### src/hw/apb_pkg.sv
package apb_pkg;

    // Bus widths
    localparam int ADDR_WID      = 16;
    localparam int DATA_BYTE_WID = 4;
    localparam int DATA_WID      = 8 * DATA_BYTE_WID;
    localparam int BYTE_OFF_WID  = $clog2(DATA_BYTE_WID);

    // Slot field of the address
    localparam int SLOT_MSB = 15;
    localparam int SLOT_LSB = 12;
    localparam int SLOT_WID = SLOT_MSB - SLOT_LSB + 1;

    localparam logic [SLOT_WID-1:0] SLOT_TIMER   = SLOT_WID'(0);
    localparam logic [SLOT_WID-1:0] SLOT_SCRATCH = SLOT_WID'(1);

    // Timer register offsets inside its slot
    localparam int REG_ADDR_WID = SLOT_LSB;

    localparam logic [REG_ADDR_WID-1:0] REG_CTRL   = REG_ADDR_WID'('h0);
    localparam logic [REG_ADDR_WID-1:0] REG_LOAD   = REG_ADDR_WID'('h4);
    localparam logic [REG_ADDR_WID-1:0] REG_COUNT  = REG_ADDR_WID'('h8);
    localparam logic [REG_ADDR_WID-1:0] REG_STATUS = REG_ADDR_WID'('hC);

    // Control and status bits
    localparam int CTRL_EN        = 0;
    localparam int CTRL_RELOAD    = 1;
    localparam int CTRL_IRQ_EN    = 2;
    localparam int STATUS_EXPIRED = 0;

    localparam int PPROT_PRIV = 0;

    // Scratch memory
    localparam int SCRATCH_WORDS   = 16;
    localparam int SCRATCH_IDX_WID = $clog2(SCRATCH_WORDS);

endpackage
### src/hw/apb_timer_subsys.sv
module apb_timer_subsys (
    input  logic                               pclk,
    input  logic                               rst,
    input  logic [apb_pkg::ADDR_WID-1:0]       paddr,
    input  logic [2:0]                         pprot,
    input  logic                               psel,
    input  logic                               penable,
    input  logic                               pwrite,
    input  logic [apb_pkg::DATA_WID-1:0]       pwdata,
    input  logic [apb_pkg::DATA_BYTE_WID-1:0]  pstrb,
    output logic                               pready,
    output logic [apb_pkg::DATA_WID-1:0]       prdata,
    output logic                               pslverr,
    output logic                               irq
);
    import apb_pkg::*;

    logic                timer_sel;
    logic                scratch_sel;
    logic                timer_ready;
    logic [DATA_WID-1:0] timer_rdata;
    logic                timer_slverr;
    logic                scratch_ready;
    logic [DATA_WID-1:0] scratch_rdata;
    logic                scratch_slverr;

    // Register block to counter
    logic                run;
    logic                reload_mode;
    logic [DATA_WID-1:0] load_value;
    logic                load_strobe;
    logic [DATA_WID-1:0] count;
    logic                expired;

    apb_decoder u_decoder (
        .pclk           (pclk),
        .rst            (rst),
        .paddr          (paddr),
        .psel           (psel),
        .penable        (penable),
        .timer_ready    (timer_ready),
        .timer_rdata    (timer_rdata),
        .timer_slverr   (timer_slverr),
        .scratch_ready  (scratch_ready),
        .scratch_rdata  (scratch_rdata),
        .scratch_slverr (scratch_slverr),
        .timer_sel      (timer_sel),
        .scratch_sel    (scratch_sel),
        .pready         (pready),
        .prdata         (prdata),
        .pslverr        (pslverr)
    );

    timer_regs u_timer_regs (
        .pclk        (pclk),
        .rst         (rst),
        .paddr       (paddr),
        .pprot       (pprot),
        .psel        (timer_sel),
        .penable     (penable),
        .pwrite      (pwrite),
        .pwdata      (pwdata),
        .pstrb       (pstrb),
        .count       (count),
        .expired     (expired),
        .pready      (timer_ready),
        .prdata      (timer_rdata),
        .pslverr     (timer_slverr),
        .run         (run),
        .reload_mode (reload_mode),
        .load_value  (load_value),
        .load_strobe (load_strobe),
        .irq         (irq)
    );

    timer_core u_timer_core (
        .pclk        (pclk),
        .rst         (rst),
        .run         (run),
        .reload_mode (reload_mode),
        .load_value  (load_value),
        .load_strobe (load_strobe),
        .count       (count),
        .expired     (expired)
    );

    scratch_ram u_scratch_ram (
        .pclk    (pclk),
        .rst     (rst),
        .paddr   (paddr),
        .psel    (scratch_sel),
        .penable (penable),
        .pwrite  (pwrite),
        .pwdata  (pwdata),
        .pstrb   (pstrb),
        .pready  (scratch_ready),
        .prdata  (scratch_rdata),
        .pslverr (scratch_slverr)
    );

endmodule

### src/hw/scratch_ram.sv
module scratch_ram (
    input  logic                               pclk,
    input  logic                               rst,
    input  logic [apb_pkg::ADDR_WID-1:0]       paddr,
    input  logic                               psel,
    input  logic                               penable,
    input  logic                               pwrite,
    input  logic [apb_pkg::DATA_WID-1:0]       pwdata,
    input  logic [apb_pkg::DATA_BYTE_WID-1:0]  pstrb,
    output logic                               pready,
    output logic [apb_pkg::DATA_WID-1:0]       prdata,
    output logic                               pslverr
);
    import apb_pkg::*;

    logic [DATA_WID-1:0]        mem [SCRATCH_WORDS];
    logic [SCRATCH_IDX_WID-1:0] idx;
    logic                       access;
    logic                       wait_q;
    logic [DATA_WID-1:0]        rdata_q;

    // Upper slot bits ignored, the words alias
    assign idx    = paddr[BYTE_OFF_WID +: SCRATCH_IDX_WID];
    assign access = psel && penable;

    assign pready  = access && wait_q;
    assign prdata  = rdata_q;
    assign pslverr = 1'b0;

    // High during the second access cycle only
    always_ff @(posedge pclk)
    begin
        if (rst)
            wait_q <= 1'b0;
        else
            wait_q <= access && !wait_q;
    end

    always_ff @(posedge pclk)
    begin
        if (access && !wait_q && !pwrite)
            rdata_q <= mem[idx];

        if (pready && pwrite)
        begin
            for (int i = 0; i < DATA_BYTE_WID; i++)
            begin
                if (pstrb[i])
                    mem[idx][8*i +: 8] <= pwdata[8*i +: 8];
            end
        end
    end

endmodule

### src/hw/timer_core.sv
module timer_core (
    input  logic                          pclk,
    input  logic                          rst,
    input  logic                          run,
    input  logic                          reload_mode,
    input  logic [apb_pkg::DATA_WID-1:0]  load_value,
    input  logic                          load_strobe,
    output logic [apb_pkg::DATA_WID-1:0]  count,
    output logic                          expired
);
    import apb_pkg::*;

    always_ff @(posedge pclk)
    begin
        if (rst)
        begin
            count   <= '0;
            expired <= 1'b0;
        end
        else
        begin
            expired <= 1'b0;
            if (load_strobe)
                count <= load_value;
            else if (run)
            begin
                if (count == DATA_WID'(1))
                begin
                    count   <= '0;
                    expired <= 1'b1;
                end
                else if (count == '0)
                begin
                    // Stopped at zero unless auto-reload is on
                    if (reload_mode)
                        count <= load_value;
                end
                else
                begin
                    count <= count - DATA_WID'(1);
                end
            end
        end
    end

endmodule

### src/hw/timer_regs.sv
module timer_regs (
    input  logic                               pclk,
    input  logic                               rst,
    input  logic [apb_pkg::ADDR_WID-1:0]       paddr,
    input  logic [2:0]                         pprot,
    input  logic                               psel,
    input  logic                               penable,
    input  logic                               pwrite,
    input  logic [apb_pkg::DATA_WID-1:0]       pwdata,
    input  logic [apb_pkg::DATA_BYTE_WID-1:0]  pstrb,
    input  logic [apb_pkg::DATA_WID-1:0]       count,
    input  logic                               expired,
    output logic                               pready,
    output logic [apb_pkg::DATA_WID-1:0]       prdata,
    output logic                               pslverr,
    output logic                               run,
    output logic                               reload_mode,
    output logic [apb_pkg::DATA_WID-1:0]       load_value,
    output logic                               load_strobe,
    output logic                               irq
);
    import apb_pkg::*;

    logic [REG_ADDR_WID-1:0] offset;
    logic                    access;
    logic                    bad_access;
    logic                    wr_ok;
    logic                    ctrl_en_q;
    logic                    ctrl_reload_q;
    logic                    ctrl_irq_en_q;
    logic [DATA_WID-1:0]     load_q;
    logic                    status_q;
    logic                    load_strobe_q;

    assign offset = paddr[REG_ADDR_WID-1:0];
    assign access = psel && penable;

    // Unprivileged CTRL writes, COUNT writes and holes are refused
    always_comb
    begin
        case (offset)
            REG_CTRL:   bad_access = pwrite && !pprot[PPROT_PRIV];
            REG_LOAD:   bad_access = 1'b0;
            REG_COUNT:  bad_access = pwrite;
            REG_STATUS: bad_access = 1'b0;
            default:    bad_access = 1'b1;
        endcase
    end

    assign pready  = access;
    assign pslverr = access && bad_access;
    assign wr_ok   = access && pwrite && !bad_access;

    always_ff @(posedge pclk)
    begin
        if (rst)
        begin
            ctrl_en_q     <= 1'b0;
            ctrl_reload_q <= 1'b0;
            ctrl_irq_en_q <= 1'b0;
            load_q        <= '0;
            status_q      <= 1'b0;
            load_strobe_q <= 1'b0;
        end
        else
        begin
            load_strobe_q <= wr_ok && (offset == REG_LOAD);

            // All control bits sit in byte lane 0
            if (wr_ok && (offset == REG_CTRL) && pstrb[0])
            begin
                ctrl_en_q     <= pwdata[CTRL_EN];
                ctrl_reload_q <= pwdata[CTRL_RELOAD];
                ctrl_irq_en_q <= pwdata[CTRL_IRQ_EN];
            end

            if (wr_ok && (offset == REG_LOAD))
            begin
                for (int i = 0; i < DATA_BYTE_WID; i++)
                begin
                    if (pstrb[i])
                        load_q[8*i +: 8] <= pwdata[8*i +: 8];
                end
            end

            // Sticky flag, a fresh expiry beats a clear
            if (expired)
                status_q <= 1'b1;
            else if (wr_ok && (offset == REG_STATUS) && pstrb[0] && pwdata[STATUS_EXPIRED])
                status_q <= 1'b0;
        end
    end

    always_comb
    begin
        prdata = '0;
        case (offset)
            REG_CTRL:
            begin
                prdata[CTRL_EN]     = ctrl_en_q;
                prdata[CTRL_RELOAD] = ctrl_reload_q;
                prdata[CTRL_IRQ_EN] = ctrl_irq_en_q;
            end
            REG_LOAD:   prdata = load_q;
            REG_COUNT:  prdata = count;
            REG_STATUS: prdata[STATUS_EXPIRED] = status_q;
            default:    prdata = '0;
        endcase
    end

    assign run         = ctrl_en_q;
    assign reload_mode = ctrl_reload_q;
    assign load_value  = load_q;
    assign load_strobe = load_strobe_q;
    assign irq         = status_q && ctrl_irq_en_q;

endmodule

### src/hw/apb_decoder.sv
module apb_decoder (
    input  logic                          pclk,
    input  logic                          rst,
    input  logic [apb_pkg::ADDR_WID-1:0]  paddr,
    input  logic                          psel,
    input  logic                          penable,
    input  logic                          timer_ready,
    input  logic [apb_pkg::DATA_WID-1:0]  timer_rdata,
    input  logic                          timer_slverr,
    input  logic                          scratch_ready,
    input  logic [apb_pkg::DATA_WID-1:0]  scratch_rdata,
    input  logic                          scratch_slverr,
    output logic                          timer_sel,
    output logic                          scratch_sel,
    output logic                          pready,
    output logic [apb_pkg::DATA_WID-1:0]  prdata,
    output logic                          pslverr
);
    import apb_pkg::*;

    logic [SLOT_WID-1:0] slot;
    logic [SLOT_WID-1:0] slot_q;
    logic                access;

    assign slot   = paddr[SLOT_MSB:SLOT_LSB];
    assign access = psel && penable;

    assign timer_sel   = psel && (slot == SLOT_TIMER);
    assign scratch_sel = psel && (slot == SLOT_SCRATCH);

    // Slot captured in setup, held through the wait states
    always_ff @(posedge pclk)
    begin
        if (rst)
            slot_q <= SLOT_TIMER;
        else if (psel && !penable)
            slot_q <= slot;
    end

    always_comb
    begin
        case (slot_q)
            SLOT_TIMER:
            begin
                pready  = timer_ready;
                prdata  = timer_rdata;
                pslverr = timer_slverr;
            end
            SLOT_SCRATCH:
            begin
                pready  = scratch_ready;
                prdata  = scratch_rdata;
                pslverr = scratch_slverr;
            end
            default:
            begin
                // Unmapped, terminate at once with an error
                pready  = access;
                prdata  = '0;
                pslverr = access;
            end
        endcase
    end

endmodule

### config.mk
export PLATFORM = sky130hd
export DESIGN_NAME = apb_timer_subsys
export DESIGN_NICKNAME = d
export VERILOG_FILES = /design/src/hw/apb_pkg.sv /design/src/hw/apb_timer_subsys.sv /design/src/hw/scratch_ram.sv /design/src/hw/timer_core.sv /design/src/hw/timer_regs.sv /design/src/hw/apb_decoder.sv
export SDC_FILE = /design/constraint.sdc
export NUM_CORES = 1
export LEC_CHECK = 0
export ABC_AREA = 1
export BUFFER_PORTS_ARGS = -buffer_cell sky130_fd_sc_hd__buf_2
export CAP_MARGIN = 20
export CORE_AREA = 2 2 385 196
export CTS_CLUSTER_SIZE = 10
export DETAILED_ROUTE_END_ITERATION = 6
export DIE_AREA = 0 0 387 198
export HOLD_SLACK_MARGIN = 0.08
export SLEW_MARGIN = 10
export SYNTH_ARGS = -nofsm -noshare
export SYNTH_HDL_FRONTEND = slang
export SYNTH_SLANG_ARGS = --single-unit
### constraint.sdc
create_clock -name pclk -period 2.5 [get_ports pclk]
set_input_delay 0 -clock pclk [delete_from_list [all_inputs] [get_ports pclk]]
set_output_delay 0 -clock pclk [all_outputs]
set_load 0.01 [all_outputs]
After elaboration in Yosys (flattened, before gate mapping):

Memories as Yosys holds them, arrays and structs flattened. A register that Yosys moved wholly into a read port is not among the register bits.
Index checks and enable logic that the tools add are counted.

* flip-flop bits (word level): 75
* RAM bits: 512
* logic and storage cells: 89
* memories: 1

* $add $sub $neg: 1
* eq/ne operators: 7
* mux-type cells: 27
* bitwise operators: 1
* reductions and logical operators: 39

Memory list
* u_scratch_ram.mem: depth 16, bits a word 32, read ports 1, clocked after Yosys merged registers in 1, wr ports 1, line scratch_ram.sv:16 `logic [DATA_WID-1:0] mem [SCRATCH_WORDS];`

Operators with widths (number)
* two-way mux 32 bit: 5
* case mux 32 bit (2 select lines): 1
* case mux 29 bit (2 select lines): 1
* == test 32 x 1 -> 1 bit, second input constant: 1
* logical NOT 32 bit: 1
* subtractor 32 x 1 -> 32 bit, second input constant: 1
* == test 12 x 4 -> 1 bit, second input constant: 2
* logical AND 1 bit: 21
* two-way mux 1 bit: 15
* == test 12 x 3 -> 1 bit, second input constant: 1
* logical NOT 12 bit: 1
* AND reduction 2 bit: 5
* == test 4 x 1 -> 1 bit, second input constant: 2
* logical NOT 4 bit: 2
* case mux 2 bit (3 select lines): 1
* logical NOT 1 bit: 5
* inequality test 4 x 3 -> 1 bit, second input constant: 1
* case mux 1 bit (2 select lines): 2
* case mux 1 bit (4 select lines): 1
* nonzero test 2 bit: 2
* case mux 1 bit (3 select lines): 1
* OR reduction 3 bit: 1
* OR reduction 2 bit: 1
* NOT 1 bit: 1

Depth between registers and ports, before layout:

* word-level depth: 10
* mapped depth: 14
* depth with buffers taken out: 14

Modules after synthesis:

Synthesis repeated with hierarchy kept, for this count alone.

* cell total of the unflattened synthesis: 3259
* area, all modules: 28831.4 um^2

Modules (own cells, without submodules)
* scratch_ram: times used 1, cells an instance 2193, area each 22814.4 um^2, seq. area each 16355.7 um^2
* timer_core: times used 1, cells an instance 567, area each 2974.1 um^2, seq. area each 660.6 um^2
* timer_regs: times used 1, cells an instance 348, area each 2198.4 um^2, seq. area each 740.7 um^2
* apb_decoder: times used 1, cells an instance 151, area each 844.6 um^2, seq. area each 80.1 um^2

Least setup slack after synthesis:

Ideal clock, no wire load.

* path type: input to register
* from: in psel
* to: reg u_scratch_ram.rdata_q[0], in the netlist u_scratch_ram.prdata[0], read port of u_scratch_ram.mem, enable pin
* library setup time: 421 ps
* arrival time: 1763 ps
* data required time: 2079 ps
* path slack: 315 ps
* stages on the path: 5
* path buffers: 0
* cells stage by stage: nand2_1 nor2_1 and3_1 nand2_1 nor2_1

* cells in the longest elaborated chain, start to end: 4

RTL lines
* start, declared: line apb_timer_subsys.sv:6 `input logic psel,`
* logical AND 1 bit: line apb_decoder.sv:29 `assign scratch_sel = psel && (slot == SLOT_SCRATCH);`
* logical AND 1 bit: line scratch_ram.sv:24 `assign access = psel && penable;`
* logical AND 1 bit (2 in series): line scratch_ram.sv:41 `if (access && !wait_q && !pwrite)`
* end, declared: line scratch_ram.sv:20 `logic [DATA_WID-1:0] rdata_q;`

No other way between the ends.
A chain may end at the register's enable or synchronous reset.

Worst setup path in the final report:

* from: in paddr[2] (netlist bit)
* to: out prdata[16] (netlist bit)

* cells in the longest elaborated chain, start to end: 3
* elaborated cells on any way between the ends: 4

RTL lines
* start, declared: line apb_timer_subsys.sv:4 `input logic [apb_pkg::ADDR_WID-1:0] paddr,`
* == test 12 x 4 -> 1 bit or == test 12 x 3 -> 1 bit (tied branches): line timer_regs.sv:97 `case (offset)`
* case mux 29 bit (2 select lines) *: line timer_regs.sv:97
* case mux 32 bit (2 select lines) *: line apb_decoder.sv:42 `case (slot_q)`
* end, declared: line apb_timer_subsys.sv:12 `output logic [apb_pkg::DATA_WID-1:0] prdata,`

Mark *: on every way between the ends. The rest lies on a longest branch, timed or not.

==> results.cfg <==
[outcome]
outcome = finished, final reports clean

[sta]
skew_ns = 0.0247
tightest_slew_ns = 0.681
final-hold-violation-count = 0
post-route-min-period_ns = 2.40
max-slew-margin-rel = 0.545
fin_tns_setup_ns = 0
timing.final.crit_share = 0.960
rsz0062_at_grt = no
clock.fmax_ghz = 0.417
slew_viol_final = 0
setup_viol = 0

[logic_synthesis]
ys_seq_elements = 619
synth_warnings = 0
synth.area.top_cells = edfxtp_1 (64%), nand2_1 (7.9%), a22oi_1 (7.5%)
ys_types = 35
syn-instance-count = 2189
synth_nets = 2251
synth_area_um2 = 25500
synth_area_leader_cell = edfxtp_1
yosysSeqAreaShare = 0.699
avgSynthCellArea_um2 = 11.7
synth.top_cell.area_share = 0.640

[cts]
cts_sinks = 619
clkTransAtPathRegs_ns = 0.05
htree_levels = 3
clk_latency_ns = 0.63
cts_made_buffers = 72
root_buffer = clkbuf_16
cts_buffer_depth = 3
cts_tree = yes

[power]
leakagePower_nw = 11.6
ir_drop_uv = 486
seqPwrFrac = 0.518
comb_power_share = 0.048
swShare = 0.219
total_power_mw = 21.7
netSwitchingPower_mw = 4.76
pwr-share-clk = 0.434
internal-power_mw = 16.9
power_density_nw_per_um2 = 707

[min_path]
min_delay_path_depth = 9
hold_path.class = in2reg

[die]
pin_count = 95
coreArea_um2 = 73800
die_area_um2 = 76600
die_h_um = 198
die_w_um = 387
num_rows = 71
start_util = 0.346

[detailed_routing]
via_per_inst = 5.35
wl_per_cell_um = 22.7
wl_um = 78600
first_pass_iters = 5
drc = 0
drtAntennaViolNets = 0
drt_iter0_drc = 2197
vias = 18555

[placement]
place_congestion = 0.984
port_buffers = 92
place_inst = 3295
dp.final_hpwl_um = 53900

[layout]
layout-drive-gt1-share = 0.143
fin_cells = 3467
final_util = 0.416
fin_nets = 2513
syn2layout_area_growth_pct = 20.3
n_fill_cell = 6823

[setup_path]
crit_arrival_ns = 2.40
rr_worst_depth = 10
crit_fanout = 32
critPathRequiredTime_ns = 2.50
endpoint_kind = primary output
timing.critical_path.from_type = input pin
critPathKind = in2out

[grt]
grt_pass1_vias = 17731
grt_overflow_total = 0
grt_max_degree = 68
grtUsageTotal = 0.203
grt_pass1_wl_um = 115000
antenna_found_initial = 1

[flow_run]
max_cap_violations = 0
cells in the mapped netlist:
cell / n
nor2_2: 11
buf_1: 9
nand4_4: 4
o21ai_0: 29
a22oi_1: 256
or3_1: 1
nand2_2: 5
nor2_4: 4
ha_1: 2
and3_1: 1
inv_4: 1
a22o_1: 29
edfxtp_1: 544
nor4_1: 1
dfxtp_1: 75
inv_2: 3
nor2_8: 2
o22ai_1: 33
nor3_1: 10
o21ai_1: 15
nand2_1: 536
nand4_1: 45
a21oi_1: 7
buf_6: 4
clkbuf_1: 83
xor2_1: 14
buf_4: 2
clkinv_1: 2
nand3_1: 39
nor2_1: 311
nand3_4: 1
inv_1: 98
o311ai_0: 1
buf_2: 10
nand2_8: 1
stage by stage:
step,cell area (µm²),hold WS [ns],setup WS (ns)
2_1_floorplan,25500,0.0691,0.315
3_3_place_gp,28000,0.256,0.151
3_5_place_dp,28000,0.264,0.192
4_1_cts,30600,0.173,0.0234
5_1_grt,30700,0.282,0.0185
6_report,30700,0.188,0.100
cell type report:
type                    instances  area (µm²)  area share
multi-input cells            1358        6890       0.224
diodes                          1        2.50   0.0000815
inverters                     104         395      0.0129
clock inverters                 7        83.8     0.00273
repair buffers                296        2330      0.0760
well taps                     985        1230      0.0401
clock buffers                  97        1930      0.0628
flip-flops and latches        619       17800       0.581
power by group through the flow:
stage	combinational, mW	sequential (mW)	clock, mW
floorplan	0.463	11.5	0
global placement	0.934	11.5	0
detailed placement	0.953	11.5	0
CTS	1.04	11.2	9.56
global route	1.12	11.2	10.0
finish	1.04	11.2	9.41
final timing paths:
kind,to,start,slack (ns)
max,prdata[16],paddr[2],0.10
max reg2reg,u_timer_core.count[5]$_SDFFE_PP0P_,u_timer_core.count[18]$_SDFFE_PP0P_,0.19
min reg2reg,u_timer_regs.status_q$_SDFFE_PP0P_,u_timer_core.expired$_SDFF_PP0_,0.45
min,u_timer_regs.status_q$_SDFFE_PP0P_,paddr[9],0.19
worst max-delay path, stage by stage:
cell and delay, ns:
dlygate4sd3_1 0.55, buf_2 0.22, inv_1 0.09, nor2_4 0.10, buf_4 0.23, nand4_1 0.14
buf_4 0.30, o22ai_1 0.43, a22o_1 0.20, buf_2 0.12
state kept, by name, summed over array words and instances, names as in the netlist:
signal and flops:
u_timer_core.expired 1, u_timer_regs.reload_mode 1, u_timer_regs.load_value 32, u_decoder.slot_q 4, u_timer_regs.run 1, u_timer_core.count 32, u_timer_regs.load_strobe 1, u_scratch_ram.wait_q 1
u_scratch_ram.prdata 32, u_timer_regs.ctrl_irq_en_q 1, u_timer_regs.status_q 1, u_scratch_ram.mem 512
cells by family after synthesis:
| logic type | synth area share |
|---|---|
| and+or+nand+nor | 0.158 |
| xor gates and xnor gates | 0.00481 |
| DFF | 0.699 |
| AOI/OAI and AO/OA | 0.104 |
| buffers and inverters | 0.0333 |
| adders and majority gates | 0.000981 |
layer usage:
| layer | wire (µm) | GRT usage | part of all wire | up-vias |
|---|---|---|---|---|
| met5 | 0 | 0 | 0 | - |
| met3 | 9830 | 0.0659 | 0.13 | 75 |
| met2 | 30500 | 0.269 | 0.39 | 967 |
| li1 | - | - | - | 8373 |
| met4 | 855 | 0.0354 | 0.011 | 0 |
| met1 | 37300 | 0.320 | 0.48 | 9140 |
timing repair:
action                                  CTS  global route
gates cloned                              0             0
hold buffers                             63             0
buffers inserted                          0             4
pin swaps                                 0             1
endpoints found under the setup margin    1            27
hold endpoints to repair                615             0
resized for setup                         1             5
cells in the final DEF, fill, tap and decap left out, types with 29 or more instances in the layout:
cell           netlist  routed
inv_1               98      98
dfxtp_1             75      75
edfxtp_1           544     544
nand2_1            536     536
dlygate4sd3_1        0      63
o22ai_1             33      33
buf_2               10      92
nand3_1             39      39
o21ai_0             29      29
clkbuf_16            0      73
buf_4                2     125
a22oi_1            256     256
nand4_1             45      45
nor2_1             311     302
a22o_1              29      29
No activity file was read; power rests on OpenSTA's default activity.
